--- config.mk ---
export PLATFORM = sky130hd
export DESIGN_NAME = lce_data_array
export DESIGN_NICKNAME = d
export VERILOG_FILES = /design/src/design/lce_data_array.sv
export SDC_FILE = /design/constraint.sdc
export NUM_CORES = 2
export LEC_CHECK = 0
export ABC_AREA = 0
export BUFFER_PORTS_ARGS = -buffer_cell sky130_fd_sc_hd__buf_2
export CORE_MARGIN = 4
export CORE_UTILIZATION = 47
export CTS_CLUSTER_SIZE = 20
export DETAILED_ROUTE_END_ITERATION = 10
export PLACE_DENSITY_LB_ADDON = 0.08
export RECOVER_POWER = 25
export SYNTH_ARGS = -nofsm -noshare
export SYNTH_HDL_FRONTEND = slang
export SYNTH_SLANG_ARGS = --single-unit
--- constraint.sdc ---
create_clock -name clk_i -period 38.5 [get_ports clk_i]
set_input_delay 3.85 -clock clk_i [delete_from_list [all_inputs] [get_ports clk_i]]
set_output_delay 3.85 -clock clk_i [all_outputs]
set_load 0.03 [all_outputs]
--- src/design/lce_data_array.sv ---
`timescale 1ns/1ps

module lce_data_array #(
  parameter int sets_p = 8,
  parameter int ways_p = 2,
  parameter int block_width_p = 256,
  localparam int lg_sets_lp = $clog2(sets_p),
  localparam int lg_ways_lp = $clog2(ways_p)
) (
  input  logic                     clk_i,
  input  logic                     reset_i,
  input  logic [lg_sets_lp-1:0]    set_i,
  input  logic [lg_ways_lp-1:0]    way_i,
  input  logic                     we_i,
  input  logic                     fill_i,
  input  logic [block_width_p-1:0] fill_block_i,
  input  logic [block_width_p-1:0] store_mask_i,
  input  logic [block_width_p-1:0] store_block_i,
  output logic [block_width_p-1:0] rd_block_o
);

  // one line per set and way, set in the upper index bits
  logic [block_width_p-1:0] mem_r [sets_p*ways_p];
  logic [lg_sets_lp+lg_ways_lp-1:0] index;
  logic [block_width_p-1:0] wr_block;

  assign index = {set_i, way_i};
  assign rd_block_o = mem_r[index];

  // a fill replaces the line, a store keeps the bits outside its mask
  assign wr_block = fill_i ? fill_block_i
                           : (rd_block_o & ~store_mask_i) | (store_block_i & store_mask_i);

  always_ff @(posedge clk_i) begin
    if (we_i && !reset_i) begin
      mem_r[index] <= wr_block;
    end
  end

endmodule

* Word-level counts from Yosys, hierarchy flattened *
Memory sizes are Yosys's and may differ from the RTL's.
Cells that the tools add are included.

word-level totals
  register bits after elaboration = 0
  memory bits (writable) = 4,096
  bits of input ports = 776
  output and inout port bits = 256
  word-level logic and storage cells = 10
  memories kept = 1

cells by class
  mux-type cells = 3
  bitwise operators = 4
  reductions and logical operators = 2

memories
  name   depth  width  read ports  clocked after memory_dff  wr ports  RTL line  text
  mem_r  16     256    1           0                         1         23        logic [block_width_p-1:0] mem_r [sets_p*ways_p];

operators with widths
  kind                 count
  $and A256 B256 Y256  2
  $mux W256            1
  $not A256 Y256       1
  $or A256 B256 Y256   1
  $mux W1              2
  $logic_and A1 B1 Y1  1
  $logic_not A1 Y1     1

* Depth between registers and ports, before layout *
  word-level depth = 4
  mapped depth = 7
  depth with buffers taken out = 4

* Worst setup path before layout *
No wires, ideal clock.

  path type = input-to-reg
  from = in set_i[0]
  to = mem mem_r[10][0] (enable)
  library setup time = 0.878 ns
  data arrival time = 15.649 ns
  required time = 37.622 ns
  slack = 21.972 ns
  stages = 5
  buffers on the path = 3
  cell sequence = buf_2 > buf_2 > buf_1 > or3b_2 > nor2_1

RTL lines
  item         RTL line  text
  from (decl)  12        input logic [lg_sets_lp-1:0] set_i,
  to (decl)    23

Straight into the memory's write port.

* Worst setup path after layout *
  from = in set_i[0]
  to = mem mem_r[6][124] (enable)

Straight into the memory's write port.

==> reports/qor.yml <==
antenna_found_initial: 13
power_density_nw_per_um2: 52.4
regMostFlops: "mem_r"
netlist.area_leader.share_pct: 77.1
pin_count: 1032
drt_iter0_drc: 9081
seq_area_um2: 123000
r2r_end: "mem_r[5][76]$_DFFE_PP_"
gp_congestion: 0.800
r2r_cells: 4
worst_pin_slew_ps: 8810
clk_pin_slew_ps: 60
fin_area_um2: 183000
critPathCaptureType: "register"
post_cts_buffers: 0
fmax_mhz: 40.4
highest-signal-layer: "met5"
cts_made_buffers: 415
ant_nets: 0
cts_max_level: 5
timing.final.crit_share_pct: 64.3
ir_drop_mv: 0.0390
wl_per_cell_um: 29.5
cp-start-kind: "input pin"
rows: 213
synth_top_cell_by_area: "edfxtp_1"
nets: 9576
wl_met1_mm: 170
clock_path_buffers: 4
final_util_pct: 54.2
postPlaceCellArea_um2: 170000
drive_gt1_share_pct: 30.0
cts_tree: "yes"
num-fill-cells: 26000
dieArea_um2: 349000
path_max_fanout: 127
drcViolationCount: 0
cpLargestDelayFamily: "buffers and inverters"
final_cell_mix: "edfxtp_1 (4096), buf_2 (1028), mux4_2 (1024)"
status: "finished, violations left"
wl_mm: 403
track_usage_pct: 22.7
die_height_um: 591
wl_met3_mm: 27.7
core_area_um2: 337000
hold_depth: 4
num_vias: 80800
ys_seq_area_share_pct: 77.1
rsz0062_at_grt: "false"
worstSetupPathType: "in -> reg"
power_mw: 9.58
slowest_stage: "clkbuf_1"
largest_reg_flops: 4096
synth.cell_area_um2: 160000
critical_path_arrival_ps: 25300
cap_violations: 36
worstReg2RegStart: "mem_r[3][76]$_DFFE_PP_"
portBuffers: 1031
syn-num-nets: 8402
cp_data_required_time_ps: 39030
cts_root_buf: "clkbuf_16"
setup_viol: 0
hold_violations: 0
routed_via_density: 5.92
multi_input_area_um2: 34800
reg2reg_slack_ps: 36190
startpoint: "set_i[0]"
violations: "capacitance limit, slew limit"
hold_path_end: "mem_r[4][133]$_DFFE_PP_"
worstHoldStart: "mem_r[7][133]$_DFFE_PP_"
avgSynthCellArea_um2: 20.9
slew_viol_final: 1706
grt_pass1_wl_mm: 578
grt_pass1_vias: 83800
dieWidth_um: 591
ys_ff_latch: 4096
drt_first_pass_iters: 5
layout_commonest_cell: "edfxtp_1"
grt_overflow: 0
synthTopCellsByArea: "edfxtp_1 (77%), mux4_2 (14%), a22oi_1 (2.4%), nand2_1 (1.8%), a21o_1 (1.2%)"
max_slew_margin_pct: -487
cp_slowest_stage_delay_ps: 5900
min_path_type: "reg -> reg"
crit_path_frequent_cell: "clkbuf_1"
area_growth_pct: 14.7
dr_wl_met2_mm: 197
start_util_pct: 47.3
largest_registers: "mem_r (4096)"
crit_chain: "clkbuf_1 -> clkbuf_1 -> clkbuf_1 -> or3b_2 -> nor2_4 -> clkbuf_1 -> buf_4 -> buf_4"
dp.final_hpwl_mm: 209
leakagePower_nw: 61.7
cts.sinks: 4096
cts_hold_buf: 0
cts_resized: 0
worst-path-buf-inv: 6
finalSetupTns_ps: 0
fin_crit_ps: 24770
synth_cell_type_count: 19
grt_max_degree: 159
clkLatencyLatePin_ps: 930
syn_inst: 7626
fin_skew_ps: 25.8
yosysWarnings: 0
-- metal layers --
layer	GRT usage (%)	vias up
met2	37.4	2914
met4	4.72	2
met1	32.6	43300
met3	3.58	479
li1	-	34100
met5	0	-
-- worst max-delay path by stage --
stage	endpoint	slack, ps	depth (start not counted)
floorplan	mem_r[10][0]$_DFFE_PP_	21970	5
global placement	rd_block_o[210]	25440	9
detailed placement	rd_block_o[210]	25390	9
CTS	rd_block_o[164]	25380	9
global route	mem_r[6][122]$_DFFE_PP_	12710	8
finish	mem_r[6][124]$_DFFE_PP_	13730	8
-- cell type report --
cell class              count  area share (%)
well taps                4515            3.09
clock buffers             530            6.04
diodes                      3         0.00410
clock inverters           225            1.13
repair buffers           1185            3.50
multi-input cells        3102            19.0
flip-flops and latches   4096            67.2
-- through the flow --
step                      std cells  setup WS (ps)  hold WS, ps
after CTS                     13700          25380         1260
after global routing          13700          12710         1350
after floorplan                7626          21970         1290
after detailed placement      12900          25390         1260
final                         13700          13730         1250
after global placement        12900          25440         1220
-- worst reg2reg max path, cell delays in order, from the launching register on --
cell,delay [ps]
edfxtp_1,360
mux4_2,480
a22oi_1,280
nand2_1,300
a21o_1,500
-- where the power goes --
part | internal, mW | switching (mW)
Sequential | 5.01 | 0.00676
Clock | 2.27 | 1.63
Combinational | 0.220 | 0.441
Total | 7.51 | 2.08
-- cell families after synthesis --
family	after synthesis	share of synthesized area, %
mux	1024	14.5
simple gates	1309	3.70
buf+inv	428	1.14
flops	4096	77.1
compound gates	769	3.62
-- cell usage after synthesis (all sizes together) --
cell	instances
nand2	770
a22oi	512
or3	1
nor2b	2
edfxtp	4096
nand4b	1
nor2	274
buf	159
or2	1
nand3b	255
or3b	1
a21o	256
o21ai	1
nand2b	3
mux4	1024
clkbuf	269
and2	1
Note: power is estimated with default switching activity, not from simulation.
