## src/design/lce_pkg.sv

```systemverilog
package lce_pkg;

  // widths seen on the trace port
  typedef logic [31:0] paddr_t;
  typedef logic [63:0] dword_t;

  // byte offset bits inside one dword
  localparam int LG_DWORD_BYTES = 3;

  // bit 3 marks a store, bit 2 an unsigned load, bits 1:0 the size
  typedef enum logic [3:0] {
    op_lb  = 4'b0000,
    op_lh  = 4'b0001,
    op_lw  = 4'b0010,
    op_ld  = 4'b0011,
    op_lbu = 4'b0100,
    op_lhu = 4'b0101,
    op_lwu = 4'b0110,
    op_ldu = 4'b0111,
    op_sb  = 4'b1000,
    op_sh  = 4'b1001,
    op_sw  = 4'b1010,
    op_sd  = 4'b1011
  } tr_op_e;

  // no shared state, so a store to E simply moves the line to M
  typedef enum logic [1:0] {
    coh_i = 2'd0,
    coh_e = 2'd1,
    coh_m = 2'd2
  } coh_state_e;

  typedef enum logic {req_rd = 1'b0, req_wr = 1'b1} req_type_e;

  typedef enum logic {cmd_fill = 1'b0, cmd_wb = 1'b1} cmd_type_e;

  typedef enum logic [1:0] {
    resp_coh_ack = 2'd0,
    resp_wb      = 2'd1,
    resp_null_wb = 2'd2
  } resp_type_e;

endpackage
```

## src/design/lce_tag_array.sv

```systemverilog
`timescale 1ns/1ps

module lce_tag_array #(
  parameter int sets_p = 8,
  parameter int ways_p = 2,
  parameter int block_width_p = 256,
  localparam int lg_sets_lp = $clog2(sets_p),
  localparam int lg_ways_lp = $clog2(ways_p),
  localparam int offset_lp = $clog2(block_width_p / 8),
  localparam int tag_width_lp = $bits(lce_pkg::paddr_t) - lg_sets_lp - offset_lp
) (
  input  logic                    clk_i,
  input  logic                    reset_i,
  input  lce_pkg::paddr_t         lookup_addr_i,
  input  logic [lg_sets_lp-1:0]   set_i,
  input  logic [lg_ways_lp-1:0]   way_i,
  input  logic                    tag_we_i,
  input  lce_pkg::coh_state_e     tag_state_i,
  input  logic [tag_width_lp-1:0] tag_i,
  input  logic                    victim_adv_i,
  output logic                    hit_o,
  output logic [lg_ways_lp-1:0]   hit_way_o,
  output lce_pkg::coh_state_e     hit_state_o,
  output logic [lg_ways_lp-1:0]   victim_way_o,
  output lce_pkg::coh_state_e     sel_state_o
);
  import lce_pkg::*;

  logic [tag_width_lp-1:0] tag_r [sets_p][ways_p];
  coh_state_e state_r [sets_p][ways_p];
  // round-robin victim pointer per set
  logic [lg_ways_lp-1:0] rr_r [sets_p];
  logic [lg_sets_lp-1:0] lookup_set;
  logic [tag_width_lp-1:0] lookup_tag;

  assign lookup_set = lookup_addr_i[offset_lp +: lg_sets_lp];
  assign lookup_tag = lookup_addr_i[$bits(paddr_t)-1 -: tag_width_lp];
  assign victim_way_o = rr_r[lookup_set];
  assign sel_state_o = state_r[set_i][way_i];

  always_comb begin
    hit_o = 1'b0;
    hit_way_o = '0;
    hit_state_o = coh_i;
    for (int w = 0; w < ways_p; w++) begin
      if (state_r[lookup_set][w] != coh_i && tag_r[lookup_set][w] == lookup_tag) begin
        hit_o = 1'b1;
        hit_way_o = lg_ways_lp'(w);
        hit_state_o = state_r[lookup_set][w];
      end
    end
  end

  always_ff @(posedge clk_i) begin
    if (reset_i) begin
      for (int s = 0; s < sets_p; s++) begin
        rr_r[s] <= '0;
        for (int w = 0; w < ways_p; w++) begin
          state_r[s][w] <= coh_i;
        end
      end
    end else begin
      if (tag_we_i) begin
        state_r[set_i][way_i] <= tag_state_i;
      end
      if (victim_adv_i) begin
        rr_r[set_i] <= (rr_r[set_i] == lg_ways_lp'(ways_p - 1)) ? '0 : rr_r[set_i] + 1'b1;
      end
    end
  end

  always_ff @(posedge clk_i) begin
    if (tag_we_i) begin
      tag_r[set_i][way_i] <= tag_i;
    end
  end

endmodule

```

## config.mk

```make
export PLATFORM = sky130hd
export DESIGN_NAME = lce_tag_array
export DESIGN_NICKNAME = d
export VERILOG_FILES = /design/src/design/lce_pkg.sv /design/src/design/lce_tag_array.sv
export SDC_FILE = /design/constraint.sdc
export NUM_CORES = 1
export LEC_CHECK = 0
export ABC_CLOCK_PERIOD_IN_PS = 2600
export BUFFER_PORTS_ARGS = -buffer_cell sky130_fd_sc_hd__buf_2
export CAP_MARGIN = 20
export CORE_ASPECT_RATIO = 1.5
export CORE_MARGIN = 2
export CORE_UTILIZATION = 30
export DETAILED_ROUTE_END_ITERATION = 12
export SLEW_MARGIN = 0
export SYNTH_ARGS = -nofsm -noshare
export SYNTH_HDL_FRONTEND = slang
export SYNTH_SLANG_ARGS = --single-unit
```

## constraint.sdc

```tcl
create_clock -name clk_i -period 2.6 [get_ports clk_i]
set_input_delay 0.26 -clock clk_i [delete_from_list [all_inputs] [get_ports clk_i]]
set_output_delay 0.26 -clock clk_i [all_outputs]
set_load 0.02 [all_outputs]
```

* Yosys cells after proc, flatten, opt, wreduce, memory -nomap -nowiden
Memories as Yosys holds them, arrays and structs flattened. Cells that the tools add are included.
Word-level totals: register bits 0, bits in latches 0, RAM bits 424, memory bits (read-only) 0, input port bits 66, memories 3
Memory list:
- tag_r | depth 8, bits a word 48, rd ports 1, clocked after Yosys merged registers in 0, write ports 1, RTL line lce_tag_array.sv:29 | logic [tag_width_lp-1:0] tag_r [sets_p][ways_p];
- state_r | depth 8, bits a word 4, rd ports 2, clocked after Yosys merged registers in 0, write ports 8, RTL line lce_tag_array.sv:30 | coh_state_e state_r [sets_p][ways_p];
- rr_r | depth 8, bits a word 1, rd ports 2, clocked after Yosys merged registers in 0, write ports 8, RTL line lce_tag_array.sv:32 | logic [lg_ways_lp-1:0] rr_r [sets_p];
Cells by class: add/sub/neg operators 1, $mul 0, divide/modulo/power cells 0, magnitude comparators 2, eq/ne operators 2, shift-type cells 0, multiplexer cells 28, bitwise gates (word level) 1, reductions and logical operators 7
Operator list (number):
- == test 24 bit | 2
- 2-to-1 mux 48 bit | 1
- demux 24 bit (select 1 bit) | 1
- 2-to-1 mux 24 bit | 1
- 2-to-1 mux 1 bit | 13
- 2-to-1 mux 2 bit | 6
- 2-to-1 mux 4 bit | 3
- 2-to-1 mux 3 bit | 2
- nonzero test 2 bit | 2
- OR reduction 4 bit | 1
- logical AND 1 bit | 3
- demux 2 bit (select 1 bit) | 1
- >= comparator 2 bit (second input constant) | 1
- < comparator 2 x 1 -> 1 bit (second input constant) | 1
- NOT 1 -> 2 bit | 1
- adder 1 bit (second input constant) | 1
- OR reduction 1 bit | 1

* Depth between registers and ports, before layout
word-level depth 8, mapped depth 12, depth with buffers taken out 7

* Least setup slack after synthesis
No wires, ideal clock.
path kind input -> output, start in lookup_addr_i[5], end out hit_state_o[0], arrival 2629 ps, data required time 2340 ps, path slack -289 ps, stages on the path 8, cells stage by stage buf_6 mux4_2 and2_1 or3_1 a21oi_1 nand4_1 nor4_4 mux2i_1
On the way: longest elaborated chain between the ends 5, elaborated cells between the ends (all ways) 10, classes of those cells eq/ne (2); mux (2); reduce/logical (4); memory (2)
Ends and longest elaborated chain:
- start: declaration | RTL line lce_tag_array.sv:14 | input lce_pkg::paddr_t lookup_addr_i,
- memory (8 x 48 bit) or memory (8 x 4 bit) (tied branches)
- == test 24 bit or nonzero test 2 bit (tied branches) | RTL line lce_tag_array.sv:46 | if (state_r[lookup_set][w] != coh_i && tag_r[lookup_set][w] == lookup_tag) begin
- logical AND 1 bit | RTL line lce_tag_array.sv:46
- 2-to-1 mux 2 bit | RTL line lce_tag_array.sv:46
- 2-to-1 mux 2 bit * | RTL line lce_tag_array.sv:46
- end: declaration | RTL line lce_tag_array.sv:23 | output lce_pkg::coh_state_e hit_state_o,
Mark *: on every way between the ends. The rest lies on a longest branch, timed or not.

* Final worst setup path
start mem tag_r[6][5] (netlist name), end out hit_state_o[0]
On the way: longest elaborated chain between the ends 4
Ends and longest elaborated chain (RTL line):
- start: declaration | lce_tag_array.sv:29
- memory (8 x 48 bit)
- == test 24 bit | lce_tag_array.sv:46
- logical AND 1 bit | lce_tag_array.sv:46
- 2-to-1 mux 2 bit | lce_tag_array.sv:46
No other way between the ends.

==> out/metrics.yaml <==
grt_use_total_pct: 14.5
clockRootBuffer: "clkbuf_16"
cts_buffers: 39
yosysSeqAreaShare_pct: 72.7
post-route-period-util_pct: 132
port_buffers: 67
fill_cells: 5437
required_ps: 2340
endpoint_kind: "output port"
synth_ff_type: "edfxtp_1"
final-setup-viol-count: 4
start_util_pct: 30.3
route.detailed.drc: 0
met1Wirelength_um: 16500
cp_max_fo: 3
r2r_setup_slack_ps: 1170
antenna_found_initial: 7
p_leak_nw: 6.96
num_rows: 108
wl_met3_um: 1710
num_io_pins: 73
timing.hold.ws_ps: 91.7
rsz0062_at_grt: "true"
finalHoldViolCount: 0
total_power_mw: 14.5
vdd_ir_drop_max_mv: 0.343
ys_ff_latch: 424
synthCells: 917
die_h_um: 300
highest-signal-layer: "met5"
grt_pass1_wl_um: 64500
grt_max_degree: 28
p_per_area_nw_per_um2: 692
cts_max_level: 2
grt_overflow: 0
drt_iter0_drc: 554
drt_pre_antenna_iters: 4
fmax_mhz: 292
slowest_stage: "mux4_2"
crit_path_frequent_cell: "buf_4"
area_delta_synth_final_pct: 19.5
synth.avg_cell_area_um2: 19.1
finalSetupTns_ps: -3120
cp_cell_sequence: "mux4_2 > mux2i_1 > xnor2_1 > nor4_2 > nand4_1 > nor4_4 > buf_4 > mux2i_2 > buf_4"
status: "finished with violations"
grt_pass1_vias: 9803
finalWirelength_um: 43800
min_to: "tag_r[5][40]"
clk_path_buf_depth: 3
via_per_inst: 4.82
r2r_start: "rr_r[4]"
netlist_area_um2: 17500
yosysWarnings: 0
fin_util_pct: 36.2
tightest_slew_ps: 757
max_stage_delay_ps: 480
cp-start-kind: "flip-flop"
period_minus_slack_ps: 3430
synth_edf_count: 424
min-delay-start: "tag_i[16]"
die_area_um2: 60400
min_delay_path_depth: 1
worst_slack_ps: -829
final_nets: 1140
ys_async_sr_fraction_pct: 0
antennaDiodeCount: 0
clock-sinks: 424
hold_class: "input pin to flip-flop"
cts_tree: "yes"
r2r_cells: 4
core_area_um2: 57800
reg2reg_to: "rr_r[0]"
maxCapViolCount: 0
place.gp.congestion: 0.820
skew_ps: 0.679
slew_headroom_pct: 49.4
drive_gt1_share_pct: 32.7
violations: "setup timing"
die_x_um: 201
crit_type: "flip-flop to output port"
instances_no_fill: 1870
dp_hpwl_um: 30000
cp.arrival_ps: 3170
regArea_um2: 12700
multi_input_area_um2: 4660
wl_met2_um: 23700
vias: 9017
synth_fp_nets: 983
synth_cell_type_count: 46
placed_cells_incl_taps: 1802
antenna_left: 0
clk_latency_ps: 540
slew_viol_final: 0
routedWlPerCell_um: 23.4
cts.clk_slew.worst_paths_ps: 70
==> report_power, final <==
group / leakage [nW] / internal (mW) / switching [mW]
clock network: 0.578 / 3.15 / 2.47
registers: 3.86 / 7.68 / 0.0494
logic: 2.53 / 0.499 / 0.641
==> sequential cells by signal, summed over array words and instances (netlist names) <==
signal / count
tag_r: 384
state_r: 32
rr_r: 8
==> cells in the mapped netlist, types with 8 or more instances <==
| cell | count | area [um2] |
|---|---|---|
| edfxtp_1 | 424 | 12700 |
| mux2i_1 | 82 | 821 |
| mux4_2 | 81 | 1820 |
| nor2_1 | 69 | 259 |
| xor2_1 | 23 | 201 |
| clkbuf_1 | 20 | 75.1 |
| nand2_1 | 19 | 71.3 |
| xnor2_1 | 19 | 166 |
| or2_2 | 18 | 113 |
| a22oi_1 | 15 | 113 |
| buf_2 | 14 | 70.1 |
| nor2b_1 | 10 | 62.6 |
| a21o_1 | 8 | 60.1 |
| a221oi_1 | 8 | 70.1 |
| a22o_1 | 8 | 70.1 |
| buf_6 | 8 | 90.1 |
==> metal layers <==
layer	track usage [%]	vias to the layer above
met5	0	-
met4	6.34	14
met3	2.40	101
met2	27.5	208
met1	16.0	4681
li1	-	4013
==> worst max-delay path by stage <==
stage / from / endpoint / slack (ps)
floorplan: lookup_addr_i[6] / hit_state_o[0] / -230
global placement: lookup_addr_i[6] / hit_state_o[1] / -810
detailed placement: lookup_addr_i[6] / hit_state_o[0] / -810
CTS: tag_r[1][0] / hit_state_o[0] / -960
global route: tag_r[7][5] / hit_state_o[0] / -960
finish: tag_r[6][5] / hit_state_o[0] / -830
==> through the flow <==
| stage | worst slack (ps) | instance area (um2) |
|---|---|---|
| 5_1_grt | -956 | 20900 |
| 3_3_place_gp | -807 | 19600 |
| 4_1_cts | -962 | 20900 |
| 2_1_floorplan | -227 | 17600 |
| 6_report | -829 | 20900 |
| 3_5_place_dp | -811 | 19600 |
==> cell type report <==
class / instances / share of cell area (%)
Tap cell: 770 / 4.60
Timing Repair Buffer: 166 / 6.43
Inverter: 2 / 0.0359
Clock inverter: 24 / 1.11
Multi-Input combinational cell: 441 / 22.2
Sequential cell: 424 / 60.8
Clock buffer: 43 / 4.74
==> cell usage in the layout, fill, tap and decap left out, drive strengths merged, types with 3 or more instances in the layout <==
master and n:
and2 7, a221oi 8, nor4 6, bufinv 4
and3 3, or2 18, clkinv 12, nand4 7
a31oi 3, a22o 8, a21o 8, inv 3
nand2b 6, o21ai 5, nand2 19, a21oi 6
a22oi 15, nor2 69, xnor2 19, nor2b 10
mux4 84, o22ai 4, clkbuf 43, or3 3
a211oi 3, mux2i 82, nand3 7, buf 166
clkinvlp 7, mux2 6, edfxtp 424, xor2 23
==> critical path: cells and delay by family, from the launching register on <==
family                    cells  cell delay, ps
xor gates and xnor gates      1             110
buffers and inverters         2             370
DFF                           1             380
muxes                         3             850
and+or+nand+nor               3             920
==> timing repair <==
action,4_1_cts,5_1_grt
setup buffers,1,0
resized for setup,13,9
endpoints found under the setup margin,4,4
hold buffers,0,0
pin swaps,3,4
==> cell families after synthesis <==
| kind of cell | share of synthesized area (%) |
|---|---|
| flops | 72.7 |
| buf+inv | 1.83 |
| simple gates | 4.65 |
| compound gates | 2.78 |
| mux | 15.9 |
| xor+xnor | 2.10 |
No activity file was read; power rests on OpenSTA's default activity.
