## src/design/lce_pkg.sv

```systemverilog
package lce_pkg;

  // widths seen on the trace port
  typedef logic [31:0] paddr_t;
  typedef logic [63:0] dword_t;

  // byte offset bits inside one dword
  localparam int LG_DWORD_BYTES = 3;

  // bit 3 marks a store, bit 2 an unsigned load, bits 1:0 the size
  typedef enum logic [3:0] {
    op_lb  = 4'b0000,
    op_lh  = 4'b0001,
    op_lw  = 4'b0010,
    op_ld  = 4'b0011,
    op_lbu = 4'b0100,
    op_lhu = 4'b0101,
    op_lwu = 4'b0110,
    op_ldu = 4'b0111,
    op_sb  = 4'b1000,
    op_sh  = 4'b1001,
    op_sw  = 4'b1010,
    op_sd  = 4'b1011
  } tr_op_e;

  // no shared state, so a store to E simply moves the line to M
  typedef enum logic [1:0] {
    coh_i = 2'd0,
    coh_e = 2'd1,
    coh_m = 2'd2
  } coh_state_e;

  typedef enum logic {req_rd = 1'b0, req_wr = 1'b1} req_type_e;

  typedef enum logic {cmd_fill = 1'b0, cmd_wb = 1'b1} cmd_type_e;

  typedef enum logic [1:0] {
    resp_coh_ack = 2'd0,
    resp_wb      = 2'd1,
    resp_null_wb = 2'd2
  } resp_type_e;

endpackage
```

## src/design/lce_ctrl.sv

```systemverilog
`timescale 1ns/1ps

module lce_ctrl #(
  parameter int sets_p = 8,
  parameter int ways_p = 2,
  parameter int block_width_p = 256,
  localparam int lg_sets_lp = $clog2(sets_p),
  localparam int lg_ways_lp = $clog2(ways_p),
  localparam int offset_lp = $clog2(block_width_p / 8),
  localparam int tag_width_lp = $bits(lce_pkg::paddr_t) - lg_sets_lp - offset_lp
) (
  input  logic                     clk_i,
  input  logic                     reset_i,
  input  logic                     tr_v_i,
  input  lce_pkg::tr_op_e          tr_op_i,
  input  lce_pkg::paddr_t          tr_addr_i,
  input  lce_pkg::dword_t          tr_data_i,
  output logic                     tr_ready_o,
  output logic                     tr_v_o,
  output lce_pkg::paddr_t          tr_addr_o,
  output lce_pkg::dword_t          tr_data_o,
  input  logic                     tr_ready_i,
  output logic                     req_v_o,
  output lce_pkg::req_type_e       req_type_o,
  output lce_pkg::paddr_t          req_addr_o,
  output logic [lg_ways_lp-1:0]    req_way_o,
  input  logic                     req_ready_i,
  input  logic                     cmd_v_i,
  input  lce_pkg::cmd_type_e       cmd_type_i,
  input  lce_pkg::paddr_t          cmd_addr_i,
  input  logic [lg_ways_lp-1:0]    cmd_way_i,
  input  logic [block_width_p-1:0] cmd_data_i,
  output logic                     cmd_ready_o,
  output logic                     resp_v_o,
  output lce_pkg::resp_type_e      resp_type_o,
  output lce_pkg::paddr_t          resp_addr_o,
  output logic [block_width_p-1:0] resp_data_o,
  input  logic                     resp_ready_i,
  input  logic                     tag_hit_i,
  input  logic [lg_ways_lp-1:0]    tag_hit_way_i,
  input  lce_pkg::coh_state_e      tag_hit_state_i,
  input  logic [lg_ways_lp-1:0]    victim_way_i,
  input  lce_pkg::coh_state_e      sel_state_i,
  input  logic [block_width_p-1:0] rd_block_i,
  input  lce_pkg::dword_t          load_dword_i,
  output logic [lg_sets_lp-1:0]    set_o,
  output logic [lg_ways_lp-1:0]    way_o,
  output logic                     tag_we_o,
  output lce_pkg::coh_state_e      tag_state_o,
  output logic [tag_width_lp-1:0]  tag_o,
  output logic                     victim_adv_o,
  output logic                     data_we_o,
  output logic                     data_fill_o,
  output logic [block_width_p-1:0] fill_block_o,
  output lce_pkg::tr_op_e          op_o,
  output lce_pkg::paddr_t          addr_o,
  output lce_pkg::dword_t          store_data_o
);
  import lce_pkg::*;

  typedef enum logic [3:0] {
    s_reset, s_idle, s_lookup, s_hit_load, s_hit_store, s_miss_req,
    s_fill_write, s_fill_ack, s_miss_finish, s_wb_read, s_wb_send
  } state_e;

  state_e state_r, state_n;
  logic miss_r, miss_n;

  // accepted trace command and miss record
  tr_op_e tr_op_r;
  paddr_t tr_addr_r;
  dword_t tr_data_r;
  logic [lg_ways_lp-1:0] hit_way_r, victim_r;

  // last directory command, its way is the fill way of a miss
  paddr_t cmd_addr_r;
  logic [lg_ways_lp-1:0] cmd_way_r;
  logic [block_width_p-1:0] cmd_data_r;

  logic tr_take, cmd_take, is_store, line_m;

  assign is_store = tr_op_r[3];
  assign line_m = (sel_state_i == coh_m);

  // directory commands win over new trace commands
  assign cmd_ready_o = (state_r == s_idle);
  assign tr_ready_o = (state_r == s_idle) & ~cmd_v_i & ~miss_r;
  assign cmd_take = cmd_ready_o & cmd_v_i;
  assign tr_take = tr_ready_o & tr_v_i;

  assign op_o = tr_op_r;
  assign addr_o = tr_addr_r;
  assign store_data_o = tr_data_r;
  assign fill_block_o = cmd_data_r;
  assign tr_addr_o = tr_addr_r;
  assign req_type_o = is_store ? req_wr : req_rd;
  assign req_addr_o = tr_addr_r & ~paddr_t'(block_width_p / 8 - 1);
  assign req_way_o = victim_r;
  assign resp_addr_o = cmd_addr_r;

  always_ff @(posedge clk_i) begin
    if (reset_i) begin
      state_r <= s_reset;
      miss_r <= 1'b0;
    end else begin
      state_r <= state_n;
      miss_r <= miss_n;
    end
  end

  always_ff @(posedge clk_i) begin
    if (tr_take) begin
      tr_op_r <= tr_op_i;
      tr_addr_r <= tr_addr_i;
      tr_data_r <= tr_data_i;
    end
    if (cmd_take) begin
      cmd_addr_r <= cmd_addr_i;
      cmd_way_r <= cmd_way_i;
      cmd_data_r <= cmd_data_i;
    end
    if (state_r == s_lookup) begin
      hit_way_r <= tag_hit_way_i;
      victim_r <= victim_way_i;
    end
  end

  always_comb begin
    state_n = state_r;
    miss_n = miss_r;
    set_o = tr_addr_r[offset_lp +: lg_sets_lp];
    way_o = hit_way_r;
    tag_we_o = 1'b0;
    tag_state_o = coh_m;
    tag_o = tr_addr_r[$bits(paddr_t)-1 -: tag_width_lp];
    victim_adv_o = 1'b0;
    data_we_o = 1'b0;
    data_fill_o = 1'b0;
    tr_v_o = 1'b0;
    tr_data_o = '0;
    req_v_o = 1'b0;
    resp_v_o = 1'b0;
    resp_type_o = resp_coh_ack;
    resp_data_o = '0;

    case (state_r)
      s_reset: begin
        state_n = s_idle;
      end
      s_idle: begin
        if (cmd_take) begin
          state_n = (cmd_type_i == cmd_fill) ? s_fill_write : s_wb_read;
        end else if (tr_take) begin
          state_n = s_lookup;
        end
      end
      s_lookup: begin
        if (tag_hit_i) begin
          state_n = is_store ? s_hit_store : s_hit_load;
        end else begin
          miss_n = 1'b1;
          state_n = s_miss_req;
        end
      end
      s_hit_load: begin
        tr_v_o = 1'b1;
        tr_data_o = load_dword_i;
        if (tr_ready_i) begin
          state_n = s_idle;
        end
      end
      s_hit_store: begin
        // merge and E to M move land with the result transfer
        tr_v_o = 1'b1;
        data_we_o = tr_ready_i;
        tag_we_o = tr_ready_i & (tag_hit_state_i == coh_e);
        if (tr_ready_i) begin
          state_n = s_idle;
        end
      end
      s_miss_req: begin
        req_v_o = 1'b1;
        if (req_ready_i) begin
          state_n = s_idle;
        end
      end
      s_fill_write: begin
        set_o = cmd_addr_r[offset_lp +: lg_sets_lp];
        way_o = cmd_way_r;
        tag_o = cmd_addr_r[$bits(paddr_t)-1 -: tag_width_lp];
        tag_state_o = coh_e;
        tag_we_o = 1'b1;
        data_we_o = 1'b1;
        data_fill_o = 1'b1;
        state_n = s_fill_ack;
      end
      s_fill_ack: begin
        resp_v_o = 1'b1;
        if (resp_ready_i) begin
          state_n = s_miss_finish;
        end
      end
      s_miss_finish: begin
        // replay the access on the freshly filled way
        way_o = cmd_way_r;
        tr_v_o = 1'b1;
        if (!is_store) begin
          tr_data_o = load_dword_i;
        end
        data_we_o = tr_ready_i & is_store;
        tag_we_o = tr_ready_i & is_store;
        victim_adv_o = tr_ready_i;
        if (tr_ready_i) begin
          miss_n = 1'b0;
          state_n = s_idle;
        end
      end
      s_wb_read: begin
        set_o = cmd_addr_r[offset_lp +: lg_sets_lp];
        way_o = cmd_way_r;
        state_n = s_wb_send;
      end
      s_wb_send: begin
        set_o = cmd_addr_r[offset_lp +: lg_sets_lp];
        way_o = cmd_way_r;
        tag_o = cmd_addr_r[$bits(paddr_t)-1 -: tag_width_lp];
        resp_v_o = 1'b1;
        resp_type_o = line_m ? resp_wb : resp_null_wb;
        if (line_m) begin
          resp_data_o = rd_block_i;
        end
        // line is clean again once its data has left
        tag_state_o = coh_e;
        tag_we_o = resp_ready_i & line_m;
        if (resp_ready_i) begin
          state_n = s_idle;
        end
      end
      default: begin
        state_n = s_idle;
      end
    endcase
  end

endmodule

```

## config.mk

```make
export PLATFORM = sky130hd
export DESIGN_NAME = lce_ctrl
export DESIGN_NICKNAME = d
export VERILOG_FILES = /design/src/design/lce_pkg.sv /design/src/design/lce_ctrl.sv
export SDC_FILE = /design/constraint.sdc
export NUM_CORES = 1
export LEC_CHECK = 0
export BUFFER_PORTS_ARGS = -buffer_cell sky130_fd_sc_hd__buf_2
export CORE_AREA = 8 8 592 594
export CTS_BUF_LIST = sky130_fd_sc_hd__clkbuf_16
export CTS_CLUSTER_DIAMETER = 120
export DETAILED_ROUTE_END_ITERATION = 7
export DIE_AREA = 0 0 600 602
export PLACE_DENSITY_LB_ADDON = 0.08
export SLEW_MARGIN = 15
export SYNTH_ARGS = -nofsm -noshare
export SYNTH_HDL_FRONTEND = slang
export SYNTH_SLANG_ARGS = --single-unit
```

## constraint.sdc

```tcl
create_clock -name clk_i -period 10.1 [get_ports clk_i]
set_input_delay 0.505 -clock clk_i [delete_from_list [all_inputs] [get_ports clk_i]]
set_output_delay 0.505 -clock clk_i [all_outputs]
set_load 0.02 [all_outputs]
```

== After elaboration in Yosys (flattened, before gate mapping) ==
Cells that the tools add are included.

* Equal/unequal tests: 19
* Reductions and logical operators: 8
* Muxes and demuxes: 31
* Bitwise logic cells: 9

{| class="wikitable"
|+ Operator list
! operator !! count
|-
| $mux 256 || 2
|-
| $pmux 64 s2 || 1
|-
| $mux 64 || 1
|-
| $pmux 4 s8 || 1
|-
| $mux 4 || 7
|-
| $mux 24 || 1
|-
| $eq 4x3->1 const B || 4
|-
| $eq 4x4->1 const B || 3
|-
| $ne 2x2->1 const B || 5
|-
| $mux 1 || 9
|-
| $mux 3 || 3
|-
| $eq 4x2->1 const B || 2
|-
| $and 1x1->1 || 7
|-
| $mux 2 || 3
|-
| $reduce_or 3->1 || 2
|-
| $reduce_and 5->1 || 1
|-
| $eq 4x1->1 const B || 1
|-
| $pmux 1 s4 || 1
|-
| $reduce_or 2->1 || 2
|-
| $reduce_or 4->1 || 1
|-
| $ne 3x1->1 const B || 1
|-
| $pmux 1 s3 || 1
|-
| $reduce_and 3->1 || 1
|-
| $eq 2x1->1 const B || 1
|-
| other kinds (5) || 6
|}

* Output and inout port bits: 815
* Input port bits: 724
* Register bits: 396

== Longest topological paths before layout ==
* Depth in word-level cells: 7
* Mapped depth: 7
* Gate-level depth less buffers: 4

== Worst setup path before layout ==
OpenSTA, ideal clock, no wires.

* Path kind: reg-to-reg
* Start: register state_r[1]
* End: register state_r[2]
* Setup time: 0.099 ns
* Required time: 10.001 ns
* Data arrival time: 8.576 ns
* Path slack: 1.424 ns
* Stages on the path, launching flop included: 7
* Path buffers: 2
* Cell sequence: dfxtp_1 > clkbuf_2 > buf_2 > nor4b_2 > and2_1 > a21oi_1 > o22ai_1

* Word-level cells in the longest chain between the ends: 6
* Elaborated cells on any way between the ends: 23

{| class="wikitable"
|+ RTL lines
! what !! RTL line !! text
|-
| start, declared || lce_ctrl.sv:66 || <nowiki>state_e state_r, state_n;</nowiki>
|-
| start signal, assigned || lce_ctrl.sv:103 || <nowiki>state_r <= s_reset;</nowiki>
|-
| start signal, assigned || lce_ctrl.sv:106 || <nowiki>state_r <= state_n;</nowiki>
|-
| $eq 4x1->1 * || lce_ctrl.sv:86 || <nowiki>assign cmd_ready_o = (state_r == s_idle);</nowiki>
|-
| net cmd_ready_o || lce_ctrl.sv:33 || <nowiki>output logic cmd_ready_o,</nowiki>
|-
| $and 1x1->1 (2 in series) || lce_ctrl.sv:87 || <nowiki>assign tr_ready_o = (state_r == s_idle) & ~cmd_v_i & ~miss_r;</nowiki>
|-
| $and 1x1->1 || lce_ctrl.sv:89 || <nowiki>assign tr_take = tr_ready_o & tr_v_i;</nowiki>
|-
| $ne 3x1->1 (no line) || - ||
|-
| $reduce_and 5->1 (no line) || - ||
|}

The timed path passes the listed nets; every way through them passes the cells marked *.
A chain may end at the register's enable or synchronous reset.

== Worst setup path in the final report ==
* Start: register state_r[3]
* End: output port resp_data_o[148]

* Word-level cells in the longest chain between the ends: 2

{| class="wikitable"
|+ RTL lines
! what !! RTL line !! text
|-
| $eq 4x4->1 || lce_ctrl.sv:146 || <nowiki>case (state_r)</nowiki>
|-
| $mux 256 || lce_ctrl.sv:146 ||
|-
| end, declared || lce_ctrl.sv:37 || <nowiki>output logic [block_width_p-1:0] resp_data_o,</nowiki>
|}

No other way between the ends.

==> run summary <==
==================================================================================
Signal arrival time at the worst endpoint                                  3.74 ns
Origin of the worst setup path                                          state_r[3]
Worst rel slew slack                                                        27.22%
Cell type with the highest aggregate area in the netlist              sky130_fd_sc_hd__edfxtp_1
Required time of the critical path                                         9.60 ns
Fill cells                                                                   39780
Remaining antenna violation count                                                0
Area of placed instances                                              0.02832 mm^2
Routability-driven placement congestion ratio                               0.9158
First drt pass iteration count                                                   4
Drc violations                                                                   0
Final hold viol count                                                            0
RSZ-0062 raised after global routing                                            no
Vert. Die Dim                                                               602 um
Maximum level of the CTS H-tree                                                  2
HPWL after detailed placement                                            186700 um
Actual slew at the worst max-slew pin                                     1.077 ns
Most common flop cell mapped by yosys                                 sky130_fd_sc_hd__edfxtp_1
Final period utilization                                                    42.00%
Post-synthesis to final-layout area growth                                  122.9%
Most used standard cell by instance count after synthesis             sky130_fd_sc_hd__edfxtp_1
Count of instances resized after the clock tree is built                         0
Ranking of synthesized cells by area                                  sky130_fd_sc_hd__edfxtp_1, sky130_fd_sc_hd__and2_1, sky130_fd_sc_hd__buf_4, sky130_fd_sc_hd__mux2_2, sky130_fd_sc_hd__clkbuf_1
Clock tree from TritonCTS                                                      yes
Maximum VDD drop                                                       0.0001193 V
Outcome                                                               finished, final reports clean
Clk pwr share                                                                34.3%
Total number of vias                                                         16190
Crit Reg-Reg Startpoint                                                 state_r[2]
Via count normalized by instance count                                       2.141
Achievable clock frequency                                               235.7 MHz
Relative contribution of combinational cells to total power                  28.6%
Sequential cell fraction of total power                                      37.1%
Most frequent cells after synthesis                                   sky130_fd_sc_hd__edfxtp_1, sky130_fd_sc_hd__and2_1, sky130_fd_sc_hd__buf_4, sky130_fd_sc_hd__clkbuf_1, sky130_fd_sc_hd__mux2_2
Number of post-CTS setup repair buffers                                          0
Horizontal extent of the die                                                600 um
Number of buffers added on ports                                              1533
Switching Share                                                             37.16%
Worst Path Max Fanout                                                           43
Global router's overall resource usage                                      10.92%
Initial core utilization                                                    4.528%
Number of global-route vias before repair                                    17740
Final critical path time including I/O delays and setup                   4.242 ns
Yosys warns                                                                      0
Area of the mapped netlist                                            0.01545 mm^2
Area fraction of the dominant cell type after synthesis                     76.01%
1st-iter DRT viols                                                             493
Ys async rst share                                                              0%
Sequential-to-total area share from yosys stat                              76.66%
Total count of max-transition violations in the final report                     0
Clock tree sinks                                                               396
Final Routed Wirelength                                                  207700 um
Startpoint types                                                         flip-flop
Post-synthesis instance total                                                  955
Final sum of negative setup slack                                             0 ns
Pin count of the biggest net entering global routing                           125
Max Buffers Root-to-Sink                                                         3
Worst-path clk slew                                                        0.06 ns
Hold buffer count at CTS                                                       386
WS Path Type                                                          flip-flop to output pin
Flops & latches, synth                                                         396
Number of synthesized flops with an enable pin                                 391
Worst Hold Class                                                      input port to flip-flop
Share of final-layout standard cells stronger than drive strength 1         57.83%
Psw                                                                       2.330 mW
CTS Root Cell                                                         sky130_fd_sc_hd__clkbuf_16
Wire length of the first global-routing pass                             247300 um
Wire length per cell after detailed routing                               27.45 um
Min-Delay Startpoint                                                  cmd_data_i[196]
Die ar.                                                                0.3612 mm^2
Distinct cells, synth                                                           48
Number of buffers created by CTS                                                59
Ports placed on the boundary                                                  1539
Sum of overflow across all layers after global routing                           0
Leakage power of the design                                               14.22 nW
Antenna violations before repair                                               203
Internal power                                                            3.940 mW
Critical Path End Type                                                  output pin
Final net count                                                               3569
Placement row count                                                            215
Post-route standard cell area excluding fillers                       0.03442 mm^2
Pwr Density                                                           182.1 mW/mm^2
Placeable core region                                                  0.3411 mm^2
Post-Syn Area per Cell                                                  16.17 um^2
Count of maximum capacitance violations                                          0
Final setup fails                                                                0
Worst setup skew after layout                                           0.04455 ns
Clk_lat worst skew                                                         0.68 ns
==================================================================================
==> stage by stage <==
step                power [mW]  hold WS (ns)  util (%)  cells  setup WS, ns
finish                   6.269       0.09820     10.09   7565         5.858
global route             6.622       0.01633     10.06   7520         5.440
CTS                      6.585      0.005936     10.01   7450         5.527
detailed placement       4.164        0.4968     8.302   6955         6.355
global placement         4.192        0.5147     8.302   6955         6.378
floorplan                3.167        0.4763         -    959         1.424
==> layout make-up <==
cell class,count,area (um^2),area share (%)
clock inverters,50,474.2,1.378
multi-input cells,440,2919,8.480
diodes,115,287.8,0.8360
well taps,4557,5702,16.56
repair buffers,1936,11680,33.92
clock buffers,59,1476,4.289
flip-flops and latches,396,11840,34.40
inverters,12,45.04,0.1309
==> worst paths after layout <==
path                       endpoint  slack (ns)  cells after the start
setup / recovery   resp_data_o[148]        5.86                      6
hold / removal    fill_block_o[196]         0.1                      1
setup reg to reg  fill_block_o[151]        6.68                      6
hold reg to reg              miss_r        0.50                      2
==> kinds of logic (layout without fill, tap and decap cells) <==
| group | after synthesis | count (layout) | synth area share [%] |
|---|---|---|---|
| AO/OA/AOI/OAI | 42 | 42 | 1.879 |
| XOR/XNOR | 1 | 1 | 0.05671 |
| buffers and inverters | 123 | 2057 | 4.690 |
| flip-flops | 396 | 396 | 76.66 |
| multiplexers | 26 | 26 | 1.887 |
| other | 1 | 120 | 0.02428 |
| AND/OR/NAND/NOR | 366 | 366 | 14.80 |
==> power groups by stage <==
stage / Sequential [mW] / Clock [mW] / Combinational, mW
detailed placement: 2.38 / 0 / 1.78
global route: 2.36 / 2.33 / 1.93
global placement: 2.39 / 0 / 1.80
floorplan: 2.71 / 0 / 0.454
CTS: 2.35 / 2.30 / 1.93
finish: 2.32 / 2.15 / 1.80
==> cells in the final DEF, fill, tap and decap left out, types with 3 or more instances in the layout <==
master                          instances
sky130_fd_sc_hd__edfxtp_1             391
sky130_fd_sc_hd__inv_1                 17
sky130_fd_sc_hd__nor2_1                12
sky130_fd_sc_hd__a211oi_1               7
sky130_fd_sc_hd__clkinv_2              15
sky130_fd_sc_hd__nand2b_1               5
sky130_fd_sc_hd__clkinv_1              15
sky130_fd_sc_hd__diode_2              115
sky130_fd_sc_hd__conb_1                 5
sky130_fd_sc_hd__clkbuf_16             59
sky130_fd_sc_hd__nor2b_1                4
sky130_fd_sc_hd__and2_1               320
sky130_fd_sc_hd__nor4b_1                3
sky130_fd_sc_hd__buf_4                 16
sky130_fd_sc_hd__o22ai_1                6
sky130_fd_sc_hd__nor3_1                 5
sky130_fd_sc_hd__buf_2               1533
sky130_fd_sc_hd__a21oi_1               13
sky130_fd_sc_hd__dfxtp_1                5
sky130_fd_sc_hd__bufinv_16              7
sky130_fd_sc_hd__dlygate4sd3_1        386
sky130_fd_sc_hd__a31oi_1                3
sky130_fd_sc_hd__mux2_2                25
==> worst max-delay path: stages (launching register included) <==
cell	delay, ns
sky130_fd_sc_hd__dfxtp_1	0.74
sky130_fd_sc_hd__nand4bb_1	0.34
sky130_fd_sc_hd__nor3b_4	0.29
sky130_fd_sc_hd__buf_4	0.41
sky130_fd_sc_hd__buf_4	0.65
sky130_fd_sc_hd__and2_1	0.24
sky130_fd_sc_hd__buf_2	0.27
==> flip-flops by register name (all words and copies together), names as in the netlist <==
register and cells:
cmd_way_r 1, state_r 4, fill_block_o 256, op_o 4, store_data_o 64, resp_addr_o 32, req_way_o 1, hit_way_r 1
miss_r 1, addr_o 32
==> metal layers <==
| layer | up-vias | GRT usage, % | wire (um) |
|---|---|---|---|
| met5 | - | 0.08019 | 974 |
| met4 | 144 | 2.935 | 5858 |
| met3 | 308 | 5.126 | 21640 |
| met2 | 889 | 23.61 | 125200 |
| met1 | 7602 | 8.131 | 54040 |
| li1 | 7250 | - | - |
Power figures use the tool's default switching activity.
